===== src/design/spi_pkg.sv =====
/*
  spi framing definitions
  widths of the 16 bit mode 0 frame and the pin synchronizer depth
*/
package spi_pkg;

  ////////////////////
  // frame geometry

  // address byte then data byte, msb first
  localparam int FRAME_BITS = 16;

  // flops in each pin synchronizer
  localparam int SYNC_STAGES = 2;

  ////////////////////
  // types

  // one whole frame, address in the upper byte
  typedef logic [FRAME_BITS-1:0] frame_t;

  // one byte of the frame
  typedef logic [7:0] byte_t;

  // bits seen so far in the frame
  // 5 bits, saturates so long frames never wrap back to 16
  typedef logic [4:0] bit_cnt_t;

endpackage


===== src/design/regmap_pkg.sv =====
/*
  control register map
  register numbers, reset values and register widths
*/
package regmap_pkg;

  ////////////////////
  // types

  // register number, addr byte without the write flag
  typedef logic [6:0] reg_addr_t;

  // nibble register, set/clear/toggle in one write
  typedef logic [3:0] nib_t;

  // number of external peripherals behind the second select
  localparam int N_PERIPH = 8;

  // one bit per peripheral
  typedef logic [N_PERIPH-1:0] periph_vec_t;

  ////////////////////
  // register numbers

  // status led nibble
  localparam reg_addr_t REG_LED = 7'd7;

  // peripheral routing, 0 selects nothing
  localparam reg_addr_t REG_ROUTE = 7'd8;

  // auxiliary outputs nibble
  localparam reg_addr_t REG_AUX = 7'd9;

  // any write here restores the defaults
  localparam reg_addr_t REG_SOFT_RST = 7'd11;

  ////////////////////
  // reset values

  // led 0 lit so the board shows it is configured
  localparam nib_t LED_RST_VAL = 4'b0001;

endpackage


===== src/design/spi_frame_rx.sv =====
`timescale 1ns/1ps

/*
  spi frame receiver
  oversamples the mode 0 pins in the cs domain, shifts in a 16 bit frame
  and shifts the read-back byte out during the data byte
*/
module spi_frame_rx
  import spi_pkg::*;
(
  input  logic   cs,
  input  logic   arst_n,
  input  logic   sclk,
  input  logic   ss_n,
  input  logic   mosi,
  input  byte_t  rd_data,
  output logic   addr_valid,
  output byte_t  addr,
  output logic   frame_done,
  output frame_t frame,
  output logic   bank_miso
);

  // count values of interest
  localparam bit_cnt_t ADDR_LAST = bit_cnt_t'(FRAME_BITS / 2 - 1);
  localparam bit_cnt_t FRAME_LEN = bit_cnt_t'(FRAME_BITS);
  localparam bit_cnt_t CNT_MAX = '1;

  logic [SYNC_STAGES-1:0] sclk_sync;
  logic [SYNC_STAGES-1:0] ss_n_sync;
  logic [SYNC_STAGES-1:0] mosi_sync;
  logic                   sclk_d;
  logic                   ss_n_d;
  logic                   sclk_s;
  logic                   ss_n_s;
  logic                   mosi_s;
  logic                   sclk_rise;
  logic                   sclk_fall;
  logic                   ss_rise;
  logic                   load_tx;
  bit_cnt_t               bit_cnt;
  frame_t                 shift_q;
  byte_t                  tx_shift;

  ////////////////////
  // pin synchronizers

  // ss_n idles high so its chain resets to ones
  always_ff @(posedge cs or negedge arst_n)
  begin
    if (!arst_n)
    begin
      sclk_sync <= '0;
      ss_n_sync <= '1;
      mosi_sync <= '0;
      sclk_d    <= 1'b0;
      ss_n_d    <= 1'b1;
    end
    else
    begin
      sclk_sync <= {sclk_sync[SYNC_STAGES-2:0], sclk};
      ss_n_sync <= {ss_n_sync[SYNC_STAGES-2:0], ss_n};
      mosi_sync <= {mosi_sync[SYNC_STAGES-2:0], mosi};
      sclk_d    <= sclk_s;
      ss_n_d    <= ss_n_s;
    end
  end

  assign sclk_s = sclk_sync[SYNC_STAGES-1];
  assign ss_n_s = ss_n_sync[SYNC_STAGES-1];
  assign mosi_s = mosi_sync[SYNC_STAGES-1];

  // sclk edges only count while selected
  assign sclk_rise = sclk_s & ~sclk_d & ~ss_n_s;
  assign sclk_fall = ~sclk_s & sclk_d & ~ss_n_s;
  assign ss_rise   = ss_n_s & ~ss_n_d;

  ////////////////////
  // receive side

  // bit counter cleared while deselected
  always_ff @(posedge cs or negedge arst_n)
  begin
    if (!arst_n)
      bit_cnt <= '0;
    else if (ss_n_s)
      bit_cnt <= '0;
    else if (sclk_rise && bit_cnt != CNT_MAX)
      bit_cnt <= bit_cnt + 1'b1;
  end

  // mosi sampled on rising sclk with the msb landing on top
  always_ff @(posedge cs)
  begin
    if (sclk_rise)
      shift_q <= {shift_q[FRAME_BITS-2:0], mosi_s};
  end

  // count still holds the old value when the pulses are set
  // frame_done only for exactly 16 bits
  // any other length is dropped
  always_ff @(posedge cs or negedge arst_n)
  begin
    if (!arst_n)
    begin
      addr_valid <= 1'b0;
      frame_done <= 1'b0;
      load_tx    <= 1'b0;
    end
    else
    begin
      addr_valid <= sclk_rise && (bit_cnt == ADDR_LAST);
      frame_done <= ss_rise && (bit_cnt == FRAME_LEN);
      // rd_data is ready one cycle after addr_valid
      load_tx    <= addr_valid;
    end
  end

  assign addr  = shift_q[$bits(byte_t)-1:0];
  assign frame = shift_q;

  ////////////////////
  // transmit side

  // zeros go out during the address byte
  // load lands well before the first falling edge of the data byte
  always_ff @(posedge cs or negedge arst_n)
  begin
    if (!arst_n)
    begin
      tx_shift  <= '0;
      bank_miso <= 1'b0;
    end
    else if (ss_n_s)
    begin
      tx_shift  <= '0;
      bank_miso <= 1'b0;
    end
    else if (load_tx)
      tx_shift <= rd_data;
    else if (sclk_fall)
    begin
      bank_miso <= tx_shift[$bits(byte_t)-1];
      tx_shift  <= {tx_shift[$bits(byte_t)-2:0], 1'b0};
    end
  end

  // read-back load must land between sclk edges
  // a host toggling sclk too fast would drop the first shift
  a_load_clear: assert property (@(posedge cs) disable iff (!arst_n)
    !(load_tx && sclk_fall));

endmodule


===== src/design/reg_file.sv =====
`timescale 1ns/1ps

/*
  control register file
  nibble registers with set/clear/toggle writes, the route byte,
  the read-back mux and the soft reset command
*/
module reg_file
  import spi_pkg::*, regmap_pkg::*;
(
  input  logic   cs,
  input  logic   arst_n,
  input  logic   addr_valid,
  input  byte_t  addr,
  input  logic   frame_done,
  input  frame_t frame,
  output byte_t  rd_data,
  output nib_t   led,
  output nib_t   aux,
  output byte_t  route
);

  reg_addr_t rd_addr;
  reg_addr_t wr_addr;
  byte_t     wr_data;
  logic      wr_en;
  nib_t      set_mask;
  nib_t      clr_mask;

  ////////////////////
  // nibble update

  // overlap of both masks toggles only the overlapping bits
  // otherwise set first, then clear
  function automatic nib_t nib_update(
    input nib_t cur,
    input nib_t set_m,
    input nib_t clr_m
  );
    nib_t both;
    begin
      both = set_m & clr_m;
      if (both != '0)
        nib_update = cur ^ both;
      else
        nib_update = (cur | set_m) & ~clr_m;
    end
  endfunction

  ////////////////////
  // frame decode

  // bit 7 of the addr byte is the write flag
  assign rd_addr = addr[$bits(reg_addr_t)-1:0];

  // upper byte is addr, lower byte is data
  assign wr_en   = frame_done & frame[FRAME_BITS-1];
  assign wr_addr = frame[FRAME_BITS-2 -: $bits(reg_addr_t)];
  assign wr_data = frame[$bits(byte_t)-1:0];

  // low nibble sets, high nibble clears
  assign set_mask = wr_data[3:0];
  assign clr_mask = wr_data[7:4];

  ////////////////////
  // read mux

  // registered on addr_valid, frame rx picks it up next cycle
  // nibbles come back zero-extended
  always_ff @(posedge cs)
  begin
    if (addr_valid)
    begin
      case (rd_addr)
        REG_LED:   rd_data <= byte_t'(led);
        REG_AUX:   rd_data <= byte_t'(aux);
        REG_ROUTE: rd_data <= route;
        default:   rd_data <= '0;
      endcase
    end
  end

  ////////////////////
  // register writes

  // applied the cycle after frame_done
  always_ff @(posedge cs or negedge arst_n)
  begin
    if (!arst_n)
    begin
      led   <= LED_RST_VAL;
      aux   <= '0;
      route <= '0;
    end
    else if (wr_en)
    begin
      case (wr_addr)
        REG_LED:
          led <= nib_update(led, set_mask, clr_mask);
        REG_AUX:
          aux <= nib_update(aux, set_mask, clr_mask);
        // route byte taken as written
        REG_ROUTE:
          route <= wr_data;
        // soft reset, data byte ignored
        REG_SOFT_RST:
        begin
          led   <= LED_RST_VAL;
          aux   <= '0;
          route <= '0;
        end
        default:
        begin
          // unmapped addresses write nothing
        end
      endcase
    end
  end

  // led drives a pin, must stay known once out of reset
  a_led_known: assert property (@(posedge cs) disable iff (!arst_n)
    !$isunknown(led));

endmodule


===== src/design/periph_route.sv =====
`timescale 1ns/1ps

/*
  peripheral routing
  turns the route byte into one polarity-adjusted select and
  brings the selected peripheral's miso back to the host
*/
module periph_route
  import spi_pkg::*, regmap_pkg::*;
#(
  parameter periph_vec_t SS_POLARITY = '0
)
(
  input  byte_t       route,
  input  logic        sel_n,
  input  logic        bank_miso,
  input  periph_vec_t periph_miso,
  output periph_vec_t periph_ss,
  output logic        miso
);

  periph_vec_t sel_hit;
  periph_vec_t ss_active;

  ////////////////////
  // decode

  // route n selects peripheral n-1
  // 0 and above 8 select none
  always_comb
  begin
    for (int i = 0; i < N_PERIPH; i++)
      sel_hit[i] = (route == byte_t'(i + 1));
  end

  // second select is active low from the host
  assign ss_active = sel_hit & {N_PERIPH{~sel_n}};

  // polarity bit set means active high
  // inactive lines sit at ~polarity
  assign periph_ss = ~(ss_active ^ SS_POLARITY);

  ////////////////////
  // miso

  // register bank answers while the second select is idle
  assign miso = sel_n ? bank_miso : |(sel_hit & periph_miso);

  // one active line for a route in range with sel_n low
  // none in every other case
  always_comb
  begin
    a_one_active: assert ($countones(periph_ss ~^ SS_POLARITY) ==
      ((!sel_n && route != '0 && route <= byte_t'(N_PERIPH)) ? 1 : 0));
  end

endmodule


===== src/design/spi_ctrl_top.sv =====
`timescale 1ns/1ps

/*
  spi slave control block
  frame receive, register file and peripheral routing in a chain
*/
module spi_ctrl_top
  import spi_pkg::*, regmap_pkg::*;
#(
  // lines 4 to 6 are active high strobes
  parameter periph_vec_t SS_POLARITY = 8'b01110000
)
(
  input  logic        cs,
  input  logic        arst_n,
  input  logic        sclk,
  input  logic        ss_n,
  input  logic        mosi,
  input  logic        sel_n,
  input  periph_vec_t periph_miso,
  output logic        miso,
  output nib_t        led,
  output nib_t        aux,
  output periph_vec_t periph_ss
);

  logic   addr_valid;
  byte_t  addr;
  logic   frame_done;
  frame_t frame;
  byte_t  rd_data;
  byte_t  route;
  logic   bank_miso;

  ////////////////////
  // frame receive
  spi_frame_rx spi_frame_rx_i (
    .cs         (cs),
    .arst_n     (arst_n),
    .sclk       (sclk),
    .ss_n       (ss_n),
    .mosi       (mosi),
    .rd_data    (rd_data),
    .addr_valid (addr_valid),
    .addr       (addr),
    .frame_done (frame_done),
    .frame      (frame),
    .bank_miso  (bank_miso)
  );

  ////////////////////
  // registers
  reg_file reg_file_i (
    .cs         (cs),
    .arst_n     (arst_n),
    .addr_valid (addr_valid),
    .addr       (addr),
    .frame_done (frame_done),
    .frame      (frame),
    .rd_data    (rd_data),
    .led        (led),
    .aux        (aux),
    .route      (route)
  );

  ////////////////////
  // routing
  periph_route #(
    .SS_POLARITY (SS_POLARITY)
  ) periph_route_i (
    .route       (route),
    .sel_n       (sel_n),
    .bank_miso   (bank_miso),
    .periph_miso (periph_miso),
    .periph_ss   (periph_ss),
    .miso        (miso)
  );

endmodule


===== config.mk =====
export PLATFORM = sky130hd
export DESIGN_NAME = spi_ctrl_top
export DESIGN_NICKNAME = d
export VERILOG_FILES = /design/src/design/spi_pkg.sv /design/src/design/regmap_pkg.sv /design/src/design/spi_frame_rx.sv /design/src/design/reg_file.sv /design/src/design/periph_route.sv /design/src/design/spi_ctrl_top.sv
export SDC_FILE = /design/constraint.sdc
export NUM_CORES = 1
export LEC_CHECK = 0
export BUFFER_PORTS_ARGS = -buffer_cell sky130_fd_sc_hd__clkbuf_2
export CORE_UTILIZATION = 50
export CTS_CLUSTER_SIZE = 12
export DETAILED_ROUTE_END_ITERATION = 7
export GPL_ROUTABILITY_DRIVEN = 0
export PLACE_DENSITY_LB_ADDON = 0.2
export SLEW_MARGIN = 30
export SYNTH_ARGS = -nofsm -noshare
export SYNTH_HDL_FRONTEND = slang
export SYNTH_HIERARCHICAL = 1
export SYNTH_SLANG_ARGS = --single-unit
export TNS_END_PERCENT = 5

===== constraint.sdc =====
create_clock -name cs -period 6.2 [get_ports cs]
set_input_delay 0.93 -clock cs [delete_from_list [all_inputs] [get_ports cs]]
set_output_delay 0.93 -clock cs [all_outputs]
set_load 0.01 [all_outputs]

==> impl_metrics.yaml <==
floorplan:
  core_area_mm2: 0.00599
  core.rowCount: 28
  pin_count: 31
  start_util: 0.527
  die_y_um: 81.5
  die_x_um: 81.5
  die_area_mm2: 0.00663
sta:
  hold_violations: 0
  hold_ws_ns: 0.353
  setup_viol: 0
  slew_headroom: 0.469
  fin_crit_ns: 3.03
  drv_slew: 0
  worstMarginPinSlew_ns: 0.796
  fin_worst_skew_ns: 0.00942
  fmax_ghz: 0.330
  finalSetupTns_ns: 0
  finalCritPeriodShare: 0.489
  rsz0062_at_grt: "no"
setup_path:
  arrival_ns: 2.10
  required_ns: 5.27
  crit_family: "simple AND/OR/NAND/NOR gates"
  cp-start-kind: "flop"
  critPathBufInv: 1
  max_stage_delay_ns: 0.49
  cp_max_fo: 6
  crit_chain: "nor4_4 -> nand2b_2 -> or4_4 -> o221ai_2 -> clkbuf_2"
  slowest_stage: "or4_4"
  cp-end-kind: "output port"
  worstSetupPathType: "reg -> out"
global_routing:
  grt_pass1_vias: 2047
  grt_max_degree: 42
  track_usage: 0.199
  antenna_found_initial: 0
  grt_pass1_wl_um: 9560
  overflow: 0
routing:
  drt-wirelength-per-cell_um: 15.2
  routed_wl_um: 5850
  firstDrtPassIters: 4
  antenna_left: 0
  viasPerCell: 5.67
  dr.first_iter.drc_count: 136
  drc: 0
  vias: 2176
logic_synthesis:
  synth_edf_count: 24
  yosysSeqAreaShare: 0.555
  ys_top_cells_by_area: "dfrtp_1 (29%), edfxtp_1 (23%), nand2_1 (4.0%)"
  netlist.area_leader.share: 0.293
  yosys_most_used_dff: "dfrtp_1"
  ys_ff_latch: 65
  syn-cell-area_mm2: 0.00316
  yosysUniqueCellTypes: 53
  yosysWarnings: 6
  syn_avg_cell_area_um2: 11.3
  postSynth.asyncResetShare: 0.631
  yosys.area.top_type: "dfrtp_1"
  synthCells: 280
  synth_fp_nets: 297
pwr:
  vdd_drop_max_uv: 182
  cellLeakagePower_nw: 1.54
  powerDensity_mw_per_mm2: 224
finish:
  fill_cells: 499
  layout_commonest_cell: "dfrtp_1"
  layout_common_cells: "dfrtp_1 (37), nand2_1 (34), clkbuf_2 (29), edfxtp_1 (24), inv_1 (18)"
  final-seq-area_mm2: 0.00175
  nNetsFinal: 321
  drive_gt1_frac: 0.210
  multi_input_comb_area_mm2: 0.00123
  final_util: 0.577
  antenna_cells: 0
  area_growth_pct: 9.55
clock_network:
  clk_latency_ns: 0.33
  path_clk_slew_ns: 0.06
  cts_tree: "built"
  clock_sink_count: 65
  postCtsHoldBufs: 0
  cts_buffers: 9
  cts_max_level: 3
  cts_root_buffer: "clkbuf_8"
  cts_max_path_buffers: 2
  cts_resized: 0
  post_cts_buffers: 0
job:
  maxCapViolations: 0
placement:
  place_hpwl_um: 3990
  io_buffers: 30
worst_hold_path:
  hold_path_class: "reg -> reg"
status:
  status: "complete, no violations"
[through the flow]
step | power (mW) | instance area (um2) | std cells | worst slack [ns]
after floorplan | 0.484 | 3160 | 280 | 3.56
after global placement | 0.495 | 3290 | 367 | 3.37
after detailed placement | 0.496 | 3300 | 367 | 3.35
after CTS | 0.785 | 3450 | 383 | 3.14
after global routing | 0.812 | 3460 | 384 | 2.99
final | 0.775 | 3460 | 384 | 3.17
[registers in the layout, indices dropped and copies added, names as in the netlist, 2 cells and up]
signal	cells
reg_file_i/aux	4
reg_file_i/led	4
reg_file_i/rd_data	8
reg_file_i/route	8
spi_frame_rx_i/bit_cnt	5
spi_frame_rx_i/frame	16
spi_frame_rx_i/mosi_sync	2
spi_frame_rx_i/sclk_sync	2
spi_frame_rx_i/ss_n_sync	2
spi_frame_rx_i/tx_shift	8
[worst paths after layout]
kind | from | slack (ns) | end | depth (start not counted)
max | reg_file_i/route[5]$_DFFE_PN0P_ | 3.17 | miso | 5
min | spi_frame_rx_i/mosi_sync[0]$_DFF_PN0_ | 0.35 | spi_frame_rx_i/mosi_sync[1]$_DFF_PN0_ | 0
max reg2reg | spi_frame_rx_i/frame[5]$_DFFE_PP_ | 4.27 | reg_file_i/rd_data[2]$_DFFE_PP_ | 4
min reg2reg | spi_frame_rx_i/mosi_sync[0]$_DFF_PN0_ | 0.35 | spi_frame_rx_i/mosi_sync[1]$_DFF_PN0_ | 0
max in group asynchronous | arst_n | 5.20 | spi_frame_rx_i/ss_n_sync[0]$_DFF_PN1_ | 1
min in group asynchronous | arst_n | 0.61 | spi_frame_rx_i/tx_shift[4]$_DFFE_PN0P_ | 1
[metal layers]
layer / routed length (um) / global-route usage
met5: 0 / 0
met3: 310 / 0.0678
met4: 104 / 0.0857
met2: 2700 / 0.298
met1: 2740 / 0.263
[layout make-up]
cell class,count,area share
clock buffers,14,0.0412
clock inverters,2,0.00253
inverters,18,0.0195
multi-input cells,179,0.357
flip-flops and latches,65,0.507
well taps,75,0.0271
repair buffers,31,0.0463
[synth_stat cells (6+ instances only)]
cell and count:
nand2b_1 9, nor2_1 11, mux2_2 8, clkbuf_1 6, and2_1 7, buf_4 8
o21a_1 9, a21oi_1 12, o21ai_0 17, inv_1 18, edfxtp_1 24, dfrtp_1 37
nand2_1 34, mux2i_1 8
[cells by family (layout without fill, tap and decap cells)]
kind of cell / Yosys count / after routing / share of synthesized area
multiplexers: 16 / 16 / 0.0539
adder cells (fa/ha/maj): 3 / 3 / 0.0119
XOR/XNOR: 1 / 1 / 0.00277
AND/OR/NAND/NOR: 96 / 96 / 0.181
AO/OA/AOI/OAI: 63 / 63 / 0.138
buffers and inverters: 36 / 65 / 0.0579
flip-flops: 65 / 65 / 0.555
[where the power goes]
part           total [mW]  switching [mW]  internal, mW
registers           0.460         0.00806         0.452
logic              0.0274          0.0161        0.0113
clock network       0.287           0.143         0.144
total               0.775           0.168         0.607
Note: power is estimated with default switching activity, not from simulation.
